<file path="src/cpu900_pkg.sv">
// ------------------------------
// opcodes, states, flag bits and register-file sizes shared by the core
// ------------------------------
package cpu900_pkg;

    // upper five bits of the opcode byte, r in the lower three
    typedef enum logic [4:0] {
        OP_LD_IMM = 5'd0,   // LD r,#n
        OP_LD_REG = 5'd1,   // LD r,r'
        OP_ADD    = 5'd2,
        OP_SUB    = 5'd3,
        OP_AND    = 5'd4,
        OP_OR     = 5'd5,
        OP_XOR    = 5'd6,
        OP_INC    = 5'd7,
        OP_DEC    = 5'd8,
        OP_LD_MEM = 5'd9,   // LD r,(nn)
        OP_ST_MEM = 5'd10,  // ST (nn),r
        OP_JP     = 5'd11,
        OP_LDRFP  = 5'd12,
        OP_EXF    = 5'd13,
        OP_HALT   = 5'd14
    } opcode_e;

    typedef enum logic [2:0] {
        ALU_PASS, ALU_ADD, ALU_SUB, ALU_AND,
        ALU_OR, ALU_XOR, ALU_INC, ALU_DEC
    } alu_op_e;

    typedef enum logic [2:0] {
        S_FETCH_OP, S_FETCH_ARG, S_FETCH_ADDR_LO, S_FETCH_ADDR_HI,
        S_EXEC, S_MEM_ACCESS, S_WRITEBACK, S_HALTED
    } ctrl_state_e;

    // flags byte is S Z 0 H 0 V N C
    localparam int FLAG_S = 7;
    localparam int FLAG_Z = 6;
    localparam int FLAG_H = 4;
    localparam int FLAG_V = 2;
    localparam int FLAG_N = 1;
    localparam int FLAG_C = 0;

    localparam int NUM_BANKS     = 4;
    localparam int REGS_PER_BANK = 8;

    localparam logic [5:0] DMP_FLAGS = 6'd32;
    localparam logic [5:0] DMP_RFP   = 6'd33;

endpackage

</file>
<file path="src/cpu900_regs.sv">
// ------------------------------
// banked byte registers, main and alternate flags, operand latches
// and the inspection dump port
// ------------------------------
`timescale 1ns/1ps
module cpu900_regs (
    input  logic       clk,
    input  logic       rst,
    input  logic       rf_we,
    input  logic [2:0] rf_wsel,
    input  logic [2:0] rf_asel,
    input  logic [2:0] rf_bsel,
    input  logic [7:0] rf_wdata,
    input  logic [7:0] flag_we,
    input  logic [7:0] flag_in,
    input  logic       exff,
    input  logic       rfp_we,
    input  logic [1:0] rfp_in,
    output logic [7:0] op_a,
    output logic [7:0] op_b,
    output logic [7:0] flags,
    input  logic [5:0] dmp_addr,
    output logic [7:0] dmp_dout
);
    localparam int RF_SIZE = cpu900_pkg::NUM_BANKS * cpu900_pkg::REGS_PER_BANK;

    logic [7:0] rf [0:RF_SIZE-1];
    logic [7:0] flg;        // main flags
    logic [7:0] flg_alt;    // alternate set, swapped in by EXF
    logic [1:0] rfp;        // current bank
    logic [4:0] widx;

    assign widx  = {rfp, rf_wsel};  // bank * 8 + r
    assign flags = flg;

    always_ff @(posedge clk or posedge rst) begin
        if (rst) begin
            for (int i = 0; i < RF_SIZE; i++) begin
                rf[i] <= 8'h00;
            end
            flg     <= 8'h00;
            flg_alt <= 8'h00;
            rfp     <= 2'd0;
        end else begin
            if (rf_we) begin
                rf[widx] <= rf_wdata;
            end
            if (rfp_we) begin
                rfp <= rfp_in;
            end
            if (exff) begin
                flg     <= flg_alt;
                flg_alt <= flg;
            end else begin
                flg <= (flg & ~flag_we) | (flag_in & flag_we);  // per-flag update
            end
        end
    end

    // sampled every cycle, the selects are steady from EXEC on
    always_ff @(posedge clk) begin
        op_a <= rf[{rfp, rf_asel}];
        op_b <= rf[{rfp, rf_bsel}];
    end

    always_comb begin
        if (dmp_addr < 6'(RF_SIZE)) begin
            dmp_dout = rf[dmp_addr[4:0]];
        end else if (dmp_addr == cpu900_pkg::DMP_FLAGS) begin
            dmp_dout = flg;
        end else if (dmp_addr == cpu900_pkg::DMP_RFP) begin
            dmp_dout = {6'd0, rfp};
        end else begin
            dmp_dout = 8'h00;
        end
    end

endmodule

</file>
<file path="src/cpu900_alu.sv">
// ------------------------------
// byte ALU, result plus new flags and the mask of flags to write
// ------------------------------
`timescale 1ns/1ps
module cpu900_alu (
    input  cpu900_pkg::alu_op_e alu_op,
    input  logic [7:0]          a,
    input  logic [7:0]          b,
    input  logic                cin,
    output logic [7:0]          rslt,
    output logic [7:0]          flag_out,
    output logic [7:0]          flag_mask
);
    localparam logic [7:0] MASK_ALL = 8'b1101_0111;  // S Z H V N C
    localparam logic [7:0] MASK_NOC = 8'b1101_0110;  // carry kept

    logic [8:0] wide;   // result with carry or borrow out
    logic [7:0] hx;     // half carry shows in bit 4
    logic       hf;
    logic       vf;
    logic       nf;
    logic       cf;

    always_comb begin
        wide      = {1'b0, b};
        hx        = 8'h00;
        hf        = 1'b0;
        vf        = 1'b0;
        nf        = 1'b0;
        cf        = cin;
        flag_mask = 8'h00;
        case (alu_op)
            cpu900_pkg::ALU_ADD: begin
                wide      = {1'b0, a} + {1'b0, b};
                hx        = a ^ b ^ wide[7:0];
                hf        = hx[4];
                vf        = (a[7] == b[7]) && (wide[7] != a[7]);
                cf        = wide[8];
                flag_mask = MASK_ALL;
            end
            cpu900_pkg::ALU_SUB: begin
                wide      = {1'b0, a} - {1'b0, b};
                hx        = a ^ b ^ wide[7:0];
                hf        = hx[4];
                vf        = (a[7] != b[7]) && (wide[7] != a[7]);
                nf        = 1'b1;
                cf        = wide[8];  // borrow
                flag_mask = MASK_ALL;
            end
            cpu900_pkg::ALU_INC: begin
                wide      = {1'b0, a + 8'd1};
                hf        = a[3:0] == 4'hf;
                vf        = a == 8'h7f;
                flag_mask = MASK_NOC;
            end
            cpu900_pkg::ALU_DEC: begin
                wide      = {1'b0, a - 8'd1};
                hf        = a[3:0] == 4'h0;
                vf        = a == 8'h80;
                nf        = 1'b1;
                flag_mask = MASK_NOC;
            end
            cpu900_pkg::ALU_AND, cpu900_pkg::ALU_OR, cpu900_pkg::ALU_XOR: begin
                if (alu_op == cpu900_pkg::ALU_AND) begin
                    wide = {1'b0, a & b};
                    hf   = 1'b1;
                end else if (alu_op == cpu900_pkg::ALU_OR) begin
                    wide = {1'b0, a | b};
                end else begin
                    wide = {1'b0, a ^ b};
                end
                vf        = ~^wide[7:0];  // even parity
                cf        = 1'b0;
                flag_mask = MASK_ALL;
            end
            default: ;  // PASS hands b through
        endcase
        rslt                         = wide[7:0];
        flag_out                     = 8'h00;
        flag_out[cpu900_pkg::FLAG_S] = rslt[7];
        flag_out[cpu900_pkg::FLAG_Z] = rslt == 8'h00;
        flag_out[cpu900_pkg::FLAG_H] = hf;
        flag_out[cpu900_pkg::FLAG_V] = vf;
        flag_out[cpu900_pkg::FLAG_N] = nf;
        flag_out[cpu900_pkg::FLAG_C] = cf;
    end

endmodule

</file>
<file path="src/cpu900_fetch.sv">
// ------------------------------
// program counter and two-byte prefetch queue, reads through the arbiter
// ------------------------------
`timescale 1ns/1ps
module cpu900_fetch #(
    parameter int ADDR_W = 16
) (
    input  logic              clk,
    input  logic              rst,
    output logic              fetch_req,
    output logic [ADDR_W-1:0] fetch_addr,
    input  logic              fetch_ack,
    input  logic [7:0]        rdata,
    output logic              q_valid,
    output logic [7:0]        q_byte,
    input  logic              q_pop,
    input  logic              flush,
    input  logic [ADDR_W-1:0] new_pc
);
    logic [ADDR_W-1:0] pc;
    logic [7:0]        q [0:1];
    logic [1:0]        cnt;     // bytes held
    logic              drop;    // read on the bus belongs to a flushed stream
    logic              push;
    logic              start;
    logic              widx;

    assign push    = fetch_ack && !drop && !flush;
    assign start   = !fetch_req && !flush && cnt != 2'd2;
    assign widx    = cnt[0] && !q_pop;  // slot after a possible pop
    assign q_valid = cnt != 2'd0;
    assign q_byte  = q[0];

    always_ff @(posedge clk or posedge rst) begin
        if (rst) begin
            pc        <= '0;
            cnt       <= 2'd0;
            fetch_req <= 1'b0;
            drop      <= 1'b0;
        end else begin
            if (flush) begin
                pc  <= new_pc;
                cnt <= 2'd0;
            end else begin
                if (push) begin
                    pc <= pc + 1'b1;
                end
                cnt <= cnt + 2'(push) - 2'(q_pop);
            end
            if (fetch_req) begin
                if (fetch_ack) begin
                    fetch_req <= 1'b0;
                    drop      <= 1'b0;
                end else if (flush) begin
                    drop <= 1'b1;   // finish the read, ignore its byte
                end
            end else if (start) begin
                fetch_req <= 1'b1;
            end
        end
    end

    always_ff @(posedge clk) begin
        if (start) begin
            fetch_addr <= pc;  // held until the ack
        end
        if (q_pop) begin
            q[0] <= q[1];
        end
        if (push) begin
            q[widx] <= rdata;
        end
    end

endmodule

</file>
<file path="src/cpu900_ctrl.sv">
// ------------------------------
// decode and execute FSM, pulls bytes from the prefetch queue and
// owns the data port of the memory bus
// ------------------------------
`timescale 1ns/1ps
module cpu900_ctrl #(
    parameter int ADDR_W = 16
) (
    input  logic                clk,
    input  logic                rst,
    input  logic                q_valid,
    input  logic [7:0]          q_byte,
    output logic                q_pop,
    output logic                flush,
    output logic [ADDR_W-1:0]   new_pc,
    output logic                data_rd,
    output logic                data_wr,
    output logic [ADDR_W-1:0]   data_addr,
    output logic [7:0]          data_wdata,
    input  logic                data_ack,
    input  logic [7:0]          rdata,
    output logic                rf_we,
    output logic [2:0]          rf_wsel,
    output logic [2:0]          rf_asel,
    output logic [2:0]          rf_bsel,
    output logic [7:0]          rf_wdata,
    output logic [7:0]          flag_we,
    output cpu900_pkg::alu_op_e alu_op,
    input  logic [7:0]          rslt,
    input  logic [7:0]          flag_mask,
    output logic                exff,
    output logic                rfp_we,
    output logic [1:0]          rfp_in,
    output logic                halted
);
    cpu900_pkg::ctrl_state_e state;
    cpu900_pkg::opcode_e     op;
    cpu900_pkg::opcode_e     q_op;
    logic [2:0]              r;
    logic [7:0]              arg;       // immediate, source reg or load data
    logic [ADDR_W-1:0]       addr_q;

    assign q_op = cpu900_pkg::opcode_e'(q_byte[7:3]);
    assign q_pop = q_valid && state inside {cpu900_pkg::S_FETCH_OP, cpu900_pkg::S_FETCH_ARG,
        cpu900_pkg::S_FETCH_ADDR_LO, cpu900_pkg::S_FETCH_ADDR_HI};

    always_ff @(posedge clk or posedge rst) begin
        if (rst) begin
            state   <= cpu900_pkg::S_FETCH_OP;
            op      <= cpu900_pkg::OP_HALT;
            r       <= 3'd0;
            data_rd <= 1'b0;
            data_wr <= 1'b0;
        end else begin
            case (state)
                cpu900_pkg::S_FETCH_OP: if (q_valid) begin
                    op <= q_op;
                    r  <= q_byte[2:0];
                    case (q_op)
                        cpu900_pkg::OP_INC, cpu900_pkg::OP_DEC, cpu900_pkg::OP_EXF:
                            state <= cpu900_pkg::S_EXEC;
                        cpu900_pkg::OP_LD_MEM, cpu900_pkg::OP_ST_MEM, cpu900_pkg::OP_JP:
                            state <= cpu900_pkg::S_FETCH_ADDR_LO;
                        cpu900_pkg::OP_HALT:
                            state <= cpu900_pkg::S_HALTED;
                        default:
                            state <= cpu900_pkg::S_FETCH_ARG;
                    endcase
                end
                cpu900_pkg::S_FETCH_ARG:
                    if (q_valid) state <= cpu900_pkg::S_EXEC;
                cpu900_pkg::S_FETCH_ADDR_LO:
                    if (q_valid) state <= cpu900_pkg::S_FETCH_ADDR_HI;
                cpu900_pkg::S_FETCH_ADDR_HI:
                    if (q_valid) state <= cpu900_pkg::S_EXEC;
                cpu900_pkg::S_EXEC: begin
                    if (op == cpu900_pkg::OP_LD_MEM || op == cpu900_pkg::OP_ST_MEM) begin
                        data_rd <= op == cpu900_pkg::OP_LD_MEM;
                        data_wr <= op == cpu900_pkg::OP_ST_MEM;
                        state   <= cpu900_pkg::S_MEM_ACCESS;
                    end else if (op inside {[cpu900_pkg::OP_LD_REG:cpu900_pkg::OP_DEC]}) begin
                        state <= cpu900_pkg::S_WRITEBACK;  // ALU on latched operands
                    end else begin
                        state <= cpu900_pkg::S_FETCH_OP;
                    end
                end
                cpu900_pkg::S_MEM_ACCESS: if (data_ack) begin
                    data_rd <= 1'b0;
                    data_wr <= 1'b0;
                    state   <= (op == cpu900_pkg::OP_LD_MEM) ? cpu900_pkg::S_WRITEBACK
                                                             : cpu900_pkg::S_FETCH_OP;
                end
                cpu900_pkg::S_WRITEBACK:
                    state <= cpu900_pkg::S_FETCH_OP;
                default:
                    state <= cpu900_pkg::S_HALTED;  // parked until reset
            endcase
        end
    end

    always_ff @(posedge clk) begin
        if (state == cpu900_pkg::S_FETCH_ARG && q_valid) begin
            arg <= q_byte;
        end
        if (state == cpu900_pkg::S_MEM_ACCESS && data_ack) begin
            arg <= rdata;
        end
        if (state == cpu900_pkg::S_FETCH_ADDR_LO && q_valid) begin
            addr_q[7:0] <= q_byte;
        end
        if (state == cpu900_pkg::S_FETCH_ADDR_HI && q_valid) begin
            addr_q <= ADDR_W'({q_byte, addr_q[7:0]});  // low byte came first
        end
    end

    always_comb begin
        case (op)
            cpu900_pkg::OP_ADD: alu_op = cpu900_pkg::ALU_ADD;
            cpu900_pkg::OP_SUB: alu_op = cpu900_pkg::ALU_SUB;
            cpu900_pkg::OP_AND: alu_op = cpu900_pkg::ALU_AND;
            cpu900_pkg::OP_OR:  alu_op = cpu900_pkg::ALU_OR;
            cpu900_pkg::OP_XOR: alu_op = cpu900_pkg::ALU_XOR;
            cpu900_pkg::OP_INC: alu_op = cpu900_pkg::ALU_INC;
            cpu900_pkg::OP_DEC: alu_op = cpu900_pkg::ALU_DEC;
            default:            alu_op = cpu900_pkg::ALU_PASS;
        endcase
    end

    assign rf_wsel    = r;
    assign rf_asel    = r;
    assign rf_bsel    = (op == cpu900_pkg::OP_ST_MEM) ? r : arg[2:0];
    assign rf_we      = (state == cpu900_pkg::S_EXEC && op == cpu900_pkg::OP_LD_IMM) ||
                        state == cpu900_pkg::S_WRITEBACK;
    assign rf_wdata   = (op == cpu900_pkg::OP_LD_IMM || op == cpu900_pkg::OP_LD_MEM) ? arg : rslt;
    assign flag_we    = (state == cpu900_pkg::S_WRITEBACK) ? flag_mask : 8'h00;
    assign exff       = state == cpu900_pkg::S_EXEC && op == cpu900_pkg::OP_EXF;
    assign rfp_we     = state == cpu900_pkg::S_EXEC && op == cpu900_pkg::OP_LDRFP;
    assign rfp_in     = arg[1:0];
    assign flush      = state == cpu900_pkg::S_EXEC && op == cpu900_pkg::OP_JP;
    assign new_pc     = addr_q;
    assign data_addr  = addr_q;
    assign data_wdata = rslt;   // store source passed through the ALU
    assign halted     = state == cpu900_pkg::S_HALTED;

endmodule

</file>
<file path="src/cpu900_bus_arb.sv">
// ------------------------------
// fixed-priority memory bus arbiter, data ahead of fetch
// ------------------------------
`timescale 1ns/1ps
module cpu900_bus_arb #(
    parameter int ADDR_W = 16
) (
    input  logic              clk,
    input  logic              rst,
    input  logic              fetch_req,
    input  logic [ADDR_W-1:0] fetch_addr,
    output logic              fetch_ack,
    input  logic              data_rd,
    input  logic              data_wr,
    input  logic [ADDR_W-1:0] data_addr,
    input  logic [7:0]        data_wdata,
    output logic              data_ack,
    output logic [ADDR_W-1:0] mem_addr,
    output logic              mem_rd,
    output logic              mem_wr,
    output logic [7:0]        mem_wdata,
    input  logic              mem_ack
);
    logic locked;      // a transfer owns the bus
    logic gnt_data;
    logic data_req;
    logic sel_data;

    assign data_req  = data_rd || data_wr;
    assign sel_data  = locked ? gnt_data : data_req;

    assign mem_addr  = sel_data ? data_addr : fetch_addr;
    assign mem_rd    = sel_data ? data_rd : fetch_req;
    assign mem_wr    = sel_data && data_wr;
    assign mem_wdata = data_wdata;
    assign data_ack  = mem_ack && sel_data;
    assign fetch_ack = mem_ack && !sel_data;

    always_ff @(posedge clk or posedge rst) begin
        if (rst) begin
            locked   <= 1'b0;
            gnt_data <= 1'b0;
        end else if (locked) begin
            if (mem_ack) begin
                locked <= 1'b0;
            end
        end else if ((data_req || fetch_req) && !mem_ack) begin
            locked   <= 1'b1;
            gnt_data <= data_req;
        end
    end

endmodule

</file>
<file path="src/cpu900_top.sv">
// ------------------------------
// core top level, one byte-wide memory bus plus register dump
// ------------------------------
`timescale 1ns/1ps
module cpu900_top #(
    parameter int ADDR_W = 16
) (
    input  logic              clk,
    input  logic              rst,
    output logic [ADDR_W-1:0] mem_addr,
    output logic              mem_rd,
    output logic              mem_wr,
    output logic [7:0]        mem_wdata,
    input  logic [7:0]        mem_rdata,
    input  logic              mem_ack,
    output logic              halted,
    input  logic [5:0]        dmp_addr,
    output logic [7:0]        dmp_dout
);
    logic                fetch_req;
    logic [ADDR_W-1:0]   fetch_addr;
    logic                fetch_ack;
    logic                q_valid;
    logic [7:0]          q_byte;
    logic                q_pop;
    logic                flush;
    logic [ADDR_W-1:0]   new_pc;
    logic                data_rd;
    logic                data_wr;
    logic [ADDR_W-1:0]   data_addr;
    logic [7:0]          data_wdata;
    logic                data_ack;
    logic                rf_we;
    logic [2:0]          rf_wsel;
    logic [2:0]          rf_asel;
    logic [2:0]          rf_bsel;
    logic [7:0]          rf_wdata;
    logic [7:0]          flag_we;
    logic [7:0]          flag_out;
    logic [7:0]          flag_mask;
    logic [7:0]          flags;
    logic                exff;
    logic                rfp_we;
    logic [1:0]          rfp_in;
    logic [7:0]          op_a;
    logic [7:0]          op_b;
    logic [7:0]          rslt;
    cpu900_pkg::alu_op_e alu_op;

    cpu900_regs i_regs (
        .clk, .rst, .rf_we, .rf_wsel, .rf_asel, .rf_bsel, .rf_wdata,
        .flag_we, .flag_in(flag_out), .exff, .rfp_we, .rfp_in,
        .op_a, .op_b, .flags, .dmp_addr, .dmp_dout
    );

    cpu900_alu i_alu (
        .alu_op, .a(op_a), .b(op_b), .cin(flags[cpu900_pkg::FLAG_C]),
        .rslt, .flag_out, .flag_mask
    );

    cpu900_fetch #(.ADDR_W(ADDR_W)) i_fetch (
        .clk, .rst, .fetch_req, .fetch_addr, .fetch_ack, .rdata(mem_rdata),
        .q_valid, .q_byte, .q_pop, .flush, .new_pc
    );

    cpu900_ctrl #(.ADDR_W(ADDR_W)) i_ctrl (
        .clk, .rst, .q_valid, .q_byte, .q_pop, .flush, .new_pc,
        .data_rd, .data_wr, .data_addr, .data_wdata, .data_ack, .rdata(mem_rdata),
        .rf_we, .rf_wsel, .rf_asel, .rf_bsel, .rf_wdata, .flag_we,
        .alu_op, .rslt, .flag_mask, .exff, .rfp_we, .rfp_in, .halted
    );

    cpu900_bus_arb #(.ADDR_W(ADDR_W)) i_arb (
        .clk, .rst, .fetch_req, .fetch_addr, .fetch_ack,
        .data_rd, .data_wr, .data_addr, .data_wdata, .data_ack,
        .mem_addr, .mem_rd, .mem_wr, .mem_wdata, .mem_ack
    );

endmodule

</file>
<file path="config.mk">
export PLATFORM = sky130hd
export DESIGN_NAME = cpu900_top
export DESIGN_NICKNAME = d
export VERILOG_FILES = /design/src/cpu900_pkg.sv /design/src/cpu900_regs.sv /design/src/cpu900_alu.sv /design/src/cpu900_fetch.sv /design/src/cpu900_ctrl.sv /design/src/cpu900_bus_arb.sv /design/src/cpu900_top.sv
export SDC_FILE = /design/constraint.sdc
export NUM_CORES = 1
export LEC_CHECK = 0
export BUFFER_PORTS_ARGS = -buffer_cell sky130_fd_sc_hd__clkbuf_2
export CAP_MARGIN = 20
export CORE_ASPECT_RATIO = 1.4
export CORE_UTILIZATION = 55
export DETAILED_ROUTE_END_ITERATION = 8
export GPL_ROUTABILITY_DRIVEN = 1
export PLACE_DENSITY = 0.79
export SYNTH_ARGS = -nofsm -noshare
export SYNTH_HDL_FRONTEND = slang
export SYNTH_SLANG_ARGS = --single-unit
export TNS_END_PERCENT = 10
</file>
<file path="constraint.sdc">
create_clock -name clk -period 30.2 [get_ports clk]
set_clock_uncertainty 0.1 [all_clocks]
set_input_delay 3.02 -clock clk [delete_from_list [all_inputs] [get_ports clk]]
set_output_delay 3.02 -clock clk [all_outputs]
set_load 0.03 [all_outputs]
</file>
After elaboration in Yosys (flattened, before gate mapping)
Memory sizes are Yosys's and may differ from the RTL's.
Cells that the tools add are included.
Storage, ports and cells
  input port bits: 17
  memories: 1
  word-level logic and storage cells: 250
  output and inout port bits: 35
  register bits: 365
  memory bits (writable): 16
Cells by class
  mux-type cells: 64
  order comparisons: 7
  reduce and logical (&&, ||, !) cells: 57
  bitwise logic cells: 14
  equal/unequal tests: 48
  add/subtract/negate cells: 7
Memories
  i_fetch.q: words 2, width 8, rd ports 2, clocked after Yosys merged registers in 0, write ports 2, RTL line cpu900_fetch.sv:21  | logic [7:0] q [0:1];
Operators with widths (count)
  256-bit bitwise mux: 1
  8-bit 2-to-1 mux: 17
  8-bit binary-select mux with 5-bit select: 3
  5-bit by 4-bit == test with 1-bit output, second input constant: 12
  16-bit 2-to-1 mux: 3
  8-bit demux with 5-bit select: 1
  8-bit case mux with 5 select lines: 1
  5-bit by 3-bit == test with 1-bit output, second input constant: 5
  8-bit bitwise AND: 3
  3-bit == test, second input constant: 8
  3-bit 2-to-1 mux: 8
  1-bit logical AND: 22
  3-bit case mux with 7 select lines: 1
  1-bit 2-to-1 mux: 19
  6-bit >= comparator, second input constant: 3
  5-bit NOT with 6-bit output: 3
  3-bit case mux with 6 select lines: 1
  16-bit by 1-bit adder with 16-bit output, second input constant: 1
  8-bit bitwise OR: 2
  8-bit case mux with 2 select lines: 1
  3-bit by 2-bit == test with 1-bit output, second input constant: 4
  6-bit == test, second input constant: 2
  5-bit by 2-bit == test with 1-bit output, second input constant: 2
  2-bit by 1-bit inequality test with 1-bit output, second input constant: 5
  other kinds (41): 69

Depth between registers and ports, before layout
Gate-level depths: netlist of the first run.
  depth after elaboration: 11
  mapped depth: 14
  depth with buffers taken out: 12

Cells and area by module
A second synthesis of the first run with hierarchy kept.
Unflattened totals
  cells, all modules: 1874
  area, all modules: 24345.8 sq um
Modules (own cells, without submodules)
  cpu900_regs: area each 17131.4 sq um, seq. area each 7176.9 sq um, cells each 1131, times used 1
  cpu900_fetch: area each 2280.9 sq um, seq. area each 1461.4 sq um, cells each 172, times used 1
  cpu900_alu: area each 2269.7 sq um, seq. area each 0.0 sq um, cells each 335, times used 1
  cpu900_ctrl: area each 2205.9 sq um, seq. area each 1049.8 sq um, cells each 192, times used 1
  cpu900_bus_arb: area each 457.9 sq um, seq. area each 50.0 sq um, cells each 44, times used 1

Worst setup path before layout of the first run
No wires, ideal clock.
  path type: input port to output port
  from: in dmp_addr[0]
  to: out dmp_dout[5]
  arrival: 5.400 ns
  cell stages on the path: 7
  path buffers: 3
  setup slack: 21.680 ns
  data required time: 27.080 ns
  path through: clkbuf_1 > buf_2 > buf_1 > mux4_2 > mux4_2 > mux2i_1 > o21ai_0
On the way
  cells in the longest elaborated chain, start to end: 5
  elaborated cells on any way between the ends: 8
  classes of those cells: order compare (1); eq/ne (1); mux (5); bitwise (1)
RTL lines
  from (decl): RTL line cpu900_top.sv:17  | input logic [5:0] dmp_addr,
  5-bit NOT with 6-bit output (not written as such): RTL line cpu900_regs.sv:68  | dmp_dout = rf[dmp_addr[4:0]];
  8-bit binary-select mux with 5-bit select: RTL line cpu900_regs.sv:68
  8-bit 2-to-1 mux (not written as such) (2 in a row): RTL line cpu900_regs.sv:68
  8-bit 2-to-1 mux (*): RTL line cpu900_regs.sv:67  | if (dmp_addr < 6'(RF_SIZE)) begin
  to (decl): RTL line cpu900_top.sv:18  | output logic [7:0] dmp_dout
Every way passes the cells marked *; elsewhere a longest branch is shown, timed or not. The select of a mux whose other input is x is not followed.

Worst setup path in the final report of the first run
  from: in dmp_addr[1]
  to: out dmp_dout[2]
The elaborated chain is that of the path after synthesis.

==> results.toml, run 1 <==
[clock_network]
clk_path_buf_depth = 3
ctsHoldBuffers = 0
clk_latency_ns = 0.56
clkTransAtPathRegs_ns = 0.07
ctsRootBufferMaster = "clkbuf_16"
ctsResizeCount = 0
cts_tree = "done"
postCtsSetupRepairBufs = 0
h-tree-depth = 2
cts_sinks = 381
cts_buffers = 37

[global_routing]
antenna_found_initial = 2
grt_overflow_total = 0
grt_pass1_wl_mm = 105.8
grt_util_all_layers_pct = 33.50
grt_max_degree = 194
grt_pass1_vias = 17920

[floorplan]
die_y_um = 240.9
start_util_pct = 55.66
core_area_sq_um = 40280
dieArea_sq_um = 41580
io_pins = 52
placementRows = 87
dieWidth_um = 172.6

[drt]
highest_layer = "met5"
dr_wl_met2_mm = 32.11
vias_per_cell = 6.893
routed_wl_mm = 67.86
avgRoutedWirePerCell_um = 25.47
drt_iter0_drc = 2207
drtAntennaViolNets = 0
route.vias.total = 18360
post-route-drc-count = 0
dr_wl_met3_mm = 6.414
drt_pass1_iterations = 7
met1_length_mm = 23.06

[synth]
async_flop_share_pct = 81.10
yosysUniqueCellTypes = 78
synth.net_count = 2192
synth_area_sq_um = 22420
ys.flop_type = "dfrtp_1"
yosysSeqAreaShare_pct = 43.44
yosysWarnings = 0
syn_inst = 2138
syn_area_per_cell_sq_um = 10.48
synth-seq-cells = 381
synth_edf_count = 56

[critical_path]
startpoint_type = "input port"
crit_arrival_ns = 6.20
crit_buf_inv = 3
crit_type = "in -> out"
cp_max_fo = 65
critPathSlowestCell = "mux2i_1"
path_cells = "buf_2, buf_4, mux4_2, mux4_2, mux2i_1, o21ai_0, clkbuf_2"
crit_required_ns = 27.08
critPathTopFamily = "multiplexers"
critPathCaptureType = "output pin"
cpMostUsedCell = "mux4_2"
cpPeakStageDelay_ns = 0.85

[final_layout]
fillers = 3146
num-nets-final = 2154
finalInstanceArea_sq_um = 24230
drive_gt1_share_pct = 20.29
ff_latch_area_sq_um = 9744
multi_input_area_sq_um = 11920
syn_to_final_growth_pct = 8.110

[sta]
relSlewSlack_pct = 18.89
setup_violations = 0
fmax_mhz = 107.3
finalHoldViolations = 0
worstMarginPinSlew_ns = 1.217
slew_viol_final = 0
grt_setup_unrepaired = "false"
min_period_ns = 9.322
fin_setup_tns_ns = 0
post-route-period-util_pct = 30.87

[place]
hpwl_mm = 47.18
portBuffers = 51
placed_cell_area_sq_um = 22980
place.gp.congestion = 0.9579

[power_and_ir_drop]
powerDensity_nw_per_um2 = 95.31
peakVddDrop_uv = 70.62
leakage_nw = 9.573

[status]
outcome = "complete, no violations"

[min_path]
min-delay-path-class = "reg -> reg"

[job]
cap_violations = 0
-- routing by layer --
layer,global-route usage [%],vias to the layer above
li1,-,7773
met1,39.86,8891
met2,54.23,1293
met3,6.207,403
met4,26.30,4
met5,0,-
-- power by group --
| part | switching [W] | total [W] | internal (W) | leakage, nW |
|---|---|---|---|---|
| logic | 0.000687 | 0.00106 | 0.000370 | 4.11 |
| registers | 0.000139 | 0.000775 | 0.000636 | 4.85 |
| clock network | 0.000206 | 0.000479 | 0.000273 | 0.608 |
-- worst paths after layout --
check	to	from	slack [ns]	depth (start not counted)
max	dmp_dout[2]	dmp_addr[1]	20.88	7
min in group asynchronous	i_fetch.pc[2]	rst	2.47	2
min reg2reg	i_fetch.fetch_addr[4]	i_fetch.pc[4]	0.39	0
max reg2reg	i_regs.op_b[2]	i_ctrl.op[0]	25.46	8
max in group asynchronous	i_regs.rf[149]	rst	25.91	3
min	i_fetch.fetch_addr[4]	i_fetch.pc[4]	0.39	0
-- cell usage after synthesis (8+ instances only) --
| master | instances | share of area, % |
|---|---|---|
| and2_1 | 10 | 0.28 |
| mux4_2 | 176 | 18 |
| a21oi_1 | 46 | 1.0 |
| xnor2_1 | 16 | 0.63 |
| a31oi_1 | 28 | 0.78 |
| clkbuf_1 | 92 | 1.5 |
| a32oi_1 | 18 | 0.70 |
| mux2i_1 | 31 | 1.4 |
| nor2_1 | 57 | 0.95 |
| dfxtp_1 | 16 | 1.4 |
| o2111ai_1 | 8 | 0.31 |
| o211ai_1 | 14 | 0.47 |
| nand2b_1 | 9 | 0.25 |
| nand2_1 | 488 | 8.2 |
| dfrtp_1 | 306 | 34 |
| buf_1 | 39 | 0.65 |
| xor2_1 | 17 | 0.66 |
| mux2_2 | 80 | 4.0 |
| and3_1 | 28 | 0.78 |
| nand3_1 | 71 | 1.6 |
| edfxtp_1 | 56 | 7.5 |
| nand4_1 | 16 | 0.45 |
| buf_2 | 16 | 0.36 |
| ha_1 | 34 | 1.9 |
| inv_1 | 45 | 0.75 |
| a211oi_1 | 13 | 0.44 |
| nor3_1 | 12 | 0.27 |
| o21ai_0 | 273 | 6.1 |
-- cell type report --
cell class,instances,share of cell area (%)
Multi-Input combinational cell,1555,49.19
Sequential cell,381,40.21
Clock buffer,55,4.564
Tap cell,534,2.757
Timing Repair Buffer,80,2.003
Inverter,45,0.7280
Clock inverter,13,0.5421
Antenna cell,1,0.01033
-- per-stage QoR --
step                setup slack (ns)  util, %  hold slack, ns  std cells  total power [W]
detailed placement             20.97    57.06          0.3634       2593         0.001803
global route                   20.74    60.16          0.4020       2663         0.002411
floorplan                      18.54        -          0.3444       2138         0.001481
global placement               21.06    57.06          0.3499       2593         0.001776
CTS                            20.97    60.13          0.3911       2661         0.002283
finish                         20.88    60.17          0.3860       2664         0.002310
-- state kept, by name (all words and copies together) (netlist names), 2 cells and up, named ones only --
name                cells
i_ctrl.arg              8
i_ctrl.data_addr       16
i_ctrl.op               5
i_ctrl.rf_asel          3
i_ctrl.state            3
i_fetch.cnt             2
i_fetch.fetch_addr     16
i_fetch.pc             16
i_fetch.q              16
i_regs.flags            2
i_regs.flg_alt          8
i_regs.op_a             8
i_regs.op_b             8
i_regs.rf             256
i_regs.rfp              2
-- cell usage in the layout, fill, tap and decap left out, types with 10 or more instances in the layout --
cell type,n
nand2_1,488
dfrtp_1,303
o21ai_0,273
mux4_2,176
mux2_2,79
nand3_1,71
nor2_1,57
edfxtp_1,56
clkbuf_2,49
a21oi_1,46
inv_1,44
clkbuf_16,39
ha_1,34
and3_1,28
a31oi_1,28
buf_4,27
mux2i_1,23
a32oi_1,18
xor2_1,17
xnor2_1,16
nand4_1,16
dfxtp_1,16
o211ai_1,14
nor3_1,12
a211oi_1,12
and2_1,10
-- worst register-to-register path: stages, from the launching register on --
cell,delay (ns)
dfrtp_1,0.75
or2_2,0.57
nor2_4,0.35
mux2_2,0.24
buf_4,0.72
and2_1,1.10
a31oi_1,0.20
o211ai_1,0.19
nand4_1,0.30
-- kinds of logic after synthesis --
| kind of cell | after synthesis | synth area share (%) |
|---|---|---|
| fa+ha+maj | 37 | 2.166 |
| xor+xnor | 33 | 1.289 |
| compound gates | 464 | 12.11 |
| simple gates | 733 | 14.18 |
| flops | 381 | 43.44 |
| buf+inv | 202 | 3.661 |
| mux | 288 | 23.15 |
No activity file was read; power rests on OpenSTA's default activity.
==> run 2: changes to the inputs <==
clock period = 9.5 ns   (was 30.2 ns; I/O delays follow)
==> run 2 against run 1 <==
Against the previous run: clock power increased to 3.1 times the previous value; count of clock-buffer cells in the layout fell by 8; die area unchanged; power grew to 3.2 times the previous value; global-route usage decreased by 0.052 points; critical endpoint unchanged; non-clock buffer count grew 2; sequential power grew to 3.1 times the previous value; worst setup slack worse by 17 ns; register-to-register slack worse by 20 ns; hold slack worse by 0.022 ns; combinational power rose to 3.2 times the previous value; critical path depth unchanged.
==> results.toml, run 2 (same netlist as run 1, synthesis figures left out) <==
[sta]
grt_setup_unrepaired = "false"
worstMarginPinSlew_ns = 1.317
post-route-period-util_pct = 56.29
setup_violations = 0
fmax_mhz = 187.0
finalHoldViolations = 0
slew_viol_final = 0
relSlewSlack_pct = 11.86
fin_setup_tns_ns = 0
min_period_ns = 5.348
finalWorstSetupSlack_ns = 4.152

[final_layout]
final_cell_mix = "nand2_1 (488), dfrtp_1 (303), o21ai_0 (273), mux4_2 (176), mux2_2 (79)"
syn_to_final_growth_pct = 8.121
largest_reg_flops = 256
regMostFlops = "i_regs.rf"
finalInstanceArea_sq_um = 24240
layout_commonest_cell = "nand2_1"
drive_gt1_share_pct = 20.19
num-nets-final = 2156

[drt]
drtAntennaViolNets = 0
drt_pass1_iterations = 7
avgRoutedWirePerCell_um = 25.65
routed_wl_mm = 68.37
vias_per_cell = 6.872
drt_iter0_drc = 2211
post-route-drc-count = 0
route.vias.total = 18320

[critical_path]
crit_arrival_ns = 4.30
r2r_setup_slack_ns = 5.02
critPathCaptureType = "output pin"
startpoint_type = "input port"
crit_required_ns = 8.45
r2r-start = "i_ctrl.op[3]"
r2r_cells = 11
r2r-end = "i_regs.rf[124]"
cp_max_fo = 65
crit_type = "in -> out"

[clock_network]
clk_latency_ns = 0.56
clk_path_buf_depth = 3
ctsHoldBuffers = 0
ctsRootBufferMaster = "clkbuf_16"
cts_sinks = 381
postCtsSetupRepairBufs = 0
cts_tree = "done"
clkTransAtPathRegs_ns = 0.07
ctsResizeCount = 0
h-tree-depth = 2
cts_buffers = 37

[global_routing]
grt_pass1_vias = 18100
antenna_found_initial = 1
grt_overflow_total = 0
grt_pass1_wl_mm = 105.9
grt_util_all_layers_pct = 33.45
grt_max_degree = 153

[floorplan]
die_y_um = 240.9
core_area_sq_um = 40280
placementRows = 87
dieArea_sq_um = 41580
io_pins = 52
dieWidth_um = 172.6
start_util_pct = 55.66

[status]
outcome = "complete, no violations"

[min_path]
worstHoldStart = "i_fetch.pc[15]"
worstHoldEndpoint = "i_fetch.fetch_addr[15]"
min-delay-path-class = "reg -> reg"
holdPathStages = 0

[place]
placed_cell_area_sq_um = 23000
portBuffers = 51
pre_cts_ws_ns = 4.364
hpwl_mm = 46.13
place.gp.congestion = 0.9650

[power_and_ir_drop]
powerDensity_nw_per_um2 = 301.7
leakage_nw = 9.564
peakVddDrop_uv = 174.2

[job]
cap_violations = 0
run 2: changes by cell type in the layout (fill, tap and decap cells not counted), moves of 2 or more:
cell,previous run,this run
clkbuf_1,9,6
clkinv_8,0,2
clkbuf_8,7,4
clkinv_1,1,7
clkbuf_16,39,37
buf_4,27,30
run 2: layout make-up:
cell class,instances,area [sq um]
inverters,45,172.7
fillers,3148,16040
flip-flops and latches,381,9744
clock inverters,20,202.7
clock buffers,47,1003
diodes,1,2.502
repair buffers,82,523.0
multi-input cells,1555,11920
well taps,534,668.1
run 2: power by group:
group          total, W  internal, W  switching (W)  leakage, nW
Sequential      0.00243      0.00202       0.000410         4.85
Combinational   0.00339      0.00117        0.00222         4.12
Clock           0.00149     0.000836       0.000655        0.588
run 2: how the worst max path moves through the flow:
| stage | from | to | slack [ns] | cells past startpoint |
|---|---|---|---|---|
| floorplan | rst | async pin | 4.34 | 1 |
| global placement | dmp_addr[0] | dmp_dout[0] | 4.41 | 7 |
| detailed placement | dmp_addr[0] | dmp_dout[0] | 4.36 | 7 |
| CTS | i_ctrl.op[3] | mem_wdata[7] | 4.28 | 11 |
| global route | i_ctrl.op[3] | mem_wdata[7] | 3.91 | 11 |
| finish | dmp_addr[1] | dmp_dout[2] | 4.15 | 7 |
run 2: worst max-delay path, stage by stage:
cell and delay, ns:
buf_2 0.08, buf_4 0.75, mux4_2 0.61, mux4_2 0.48
mux2i_1 0.88, o21ai_0 0.19, clkbuf_2 0.23
run 2: through the flow:
stage	instances	util (%)	hold slack (ns)	total power, W
2_1_floorplan	2138	-	0.3444	0.004708
3_3_place_gp	2595	57.09	0.3541	0.005634
3_5_place_dp	2596	57.11	0.3545	0.005730
4_1_cts	2663	60.10	0.3698	0.007227
5_1_grt	2664	60.17	0.4009	0.007620
6_report	2665	60.18	0.3641	0.007312
run 2: per-layer routing:
layer	vias to the layer above	routed length, um	GRT usage, %	part of all wire, %
li1	7757	-	-	-
met1	8889	22700	39.01	33
met2	1274	31750	52.54	46
met3	393	7203	7.561	11
met4	2	6705	29.46	9.8
met5	-	13	0	0.019
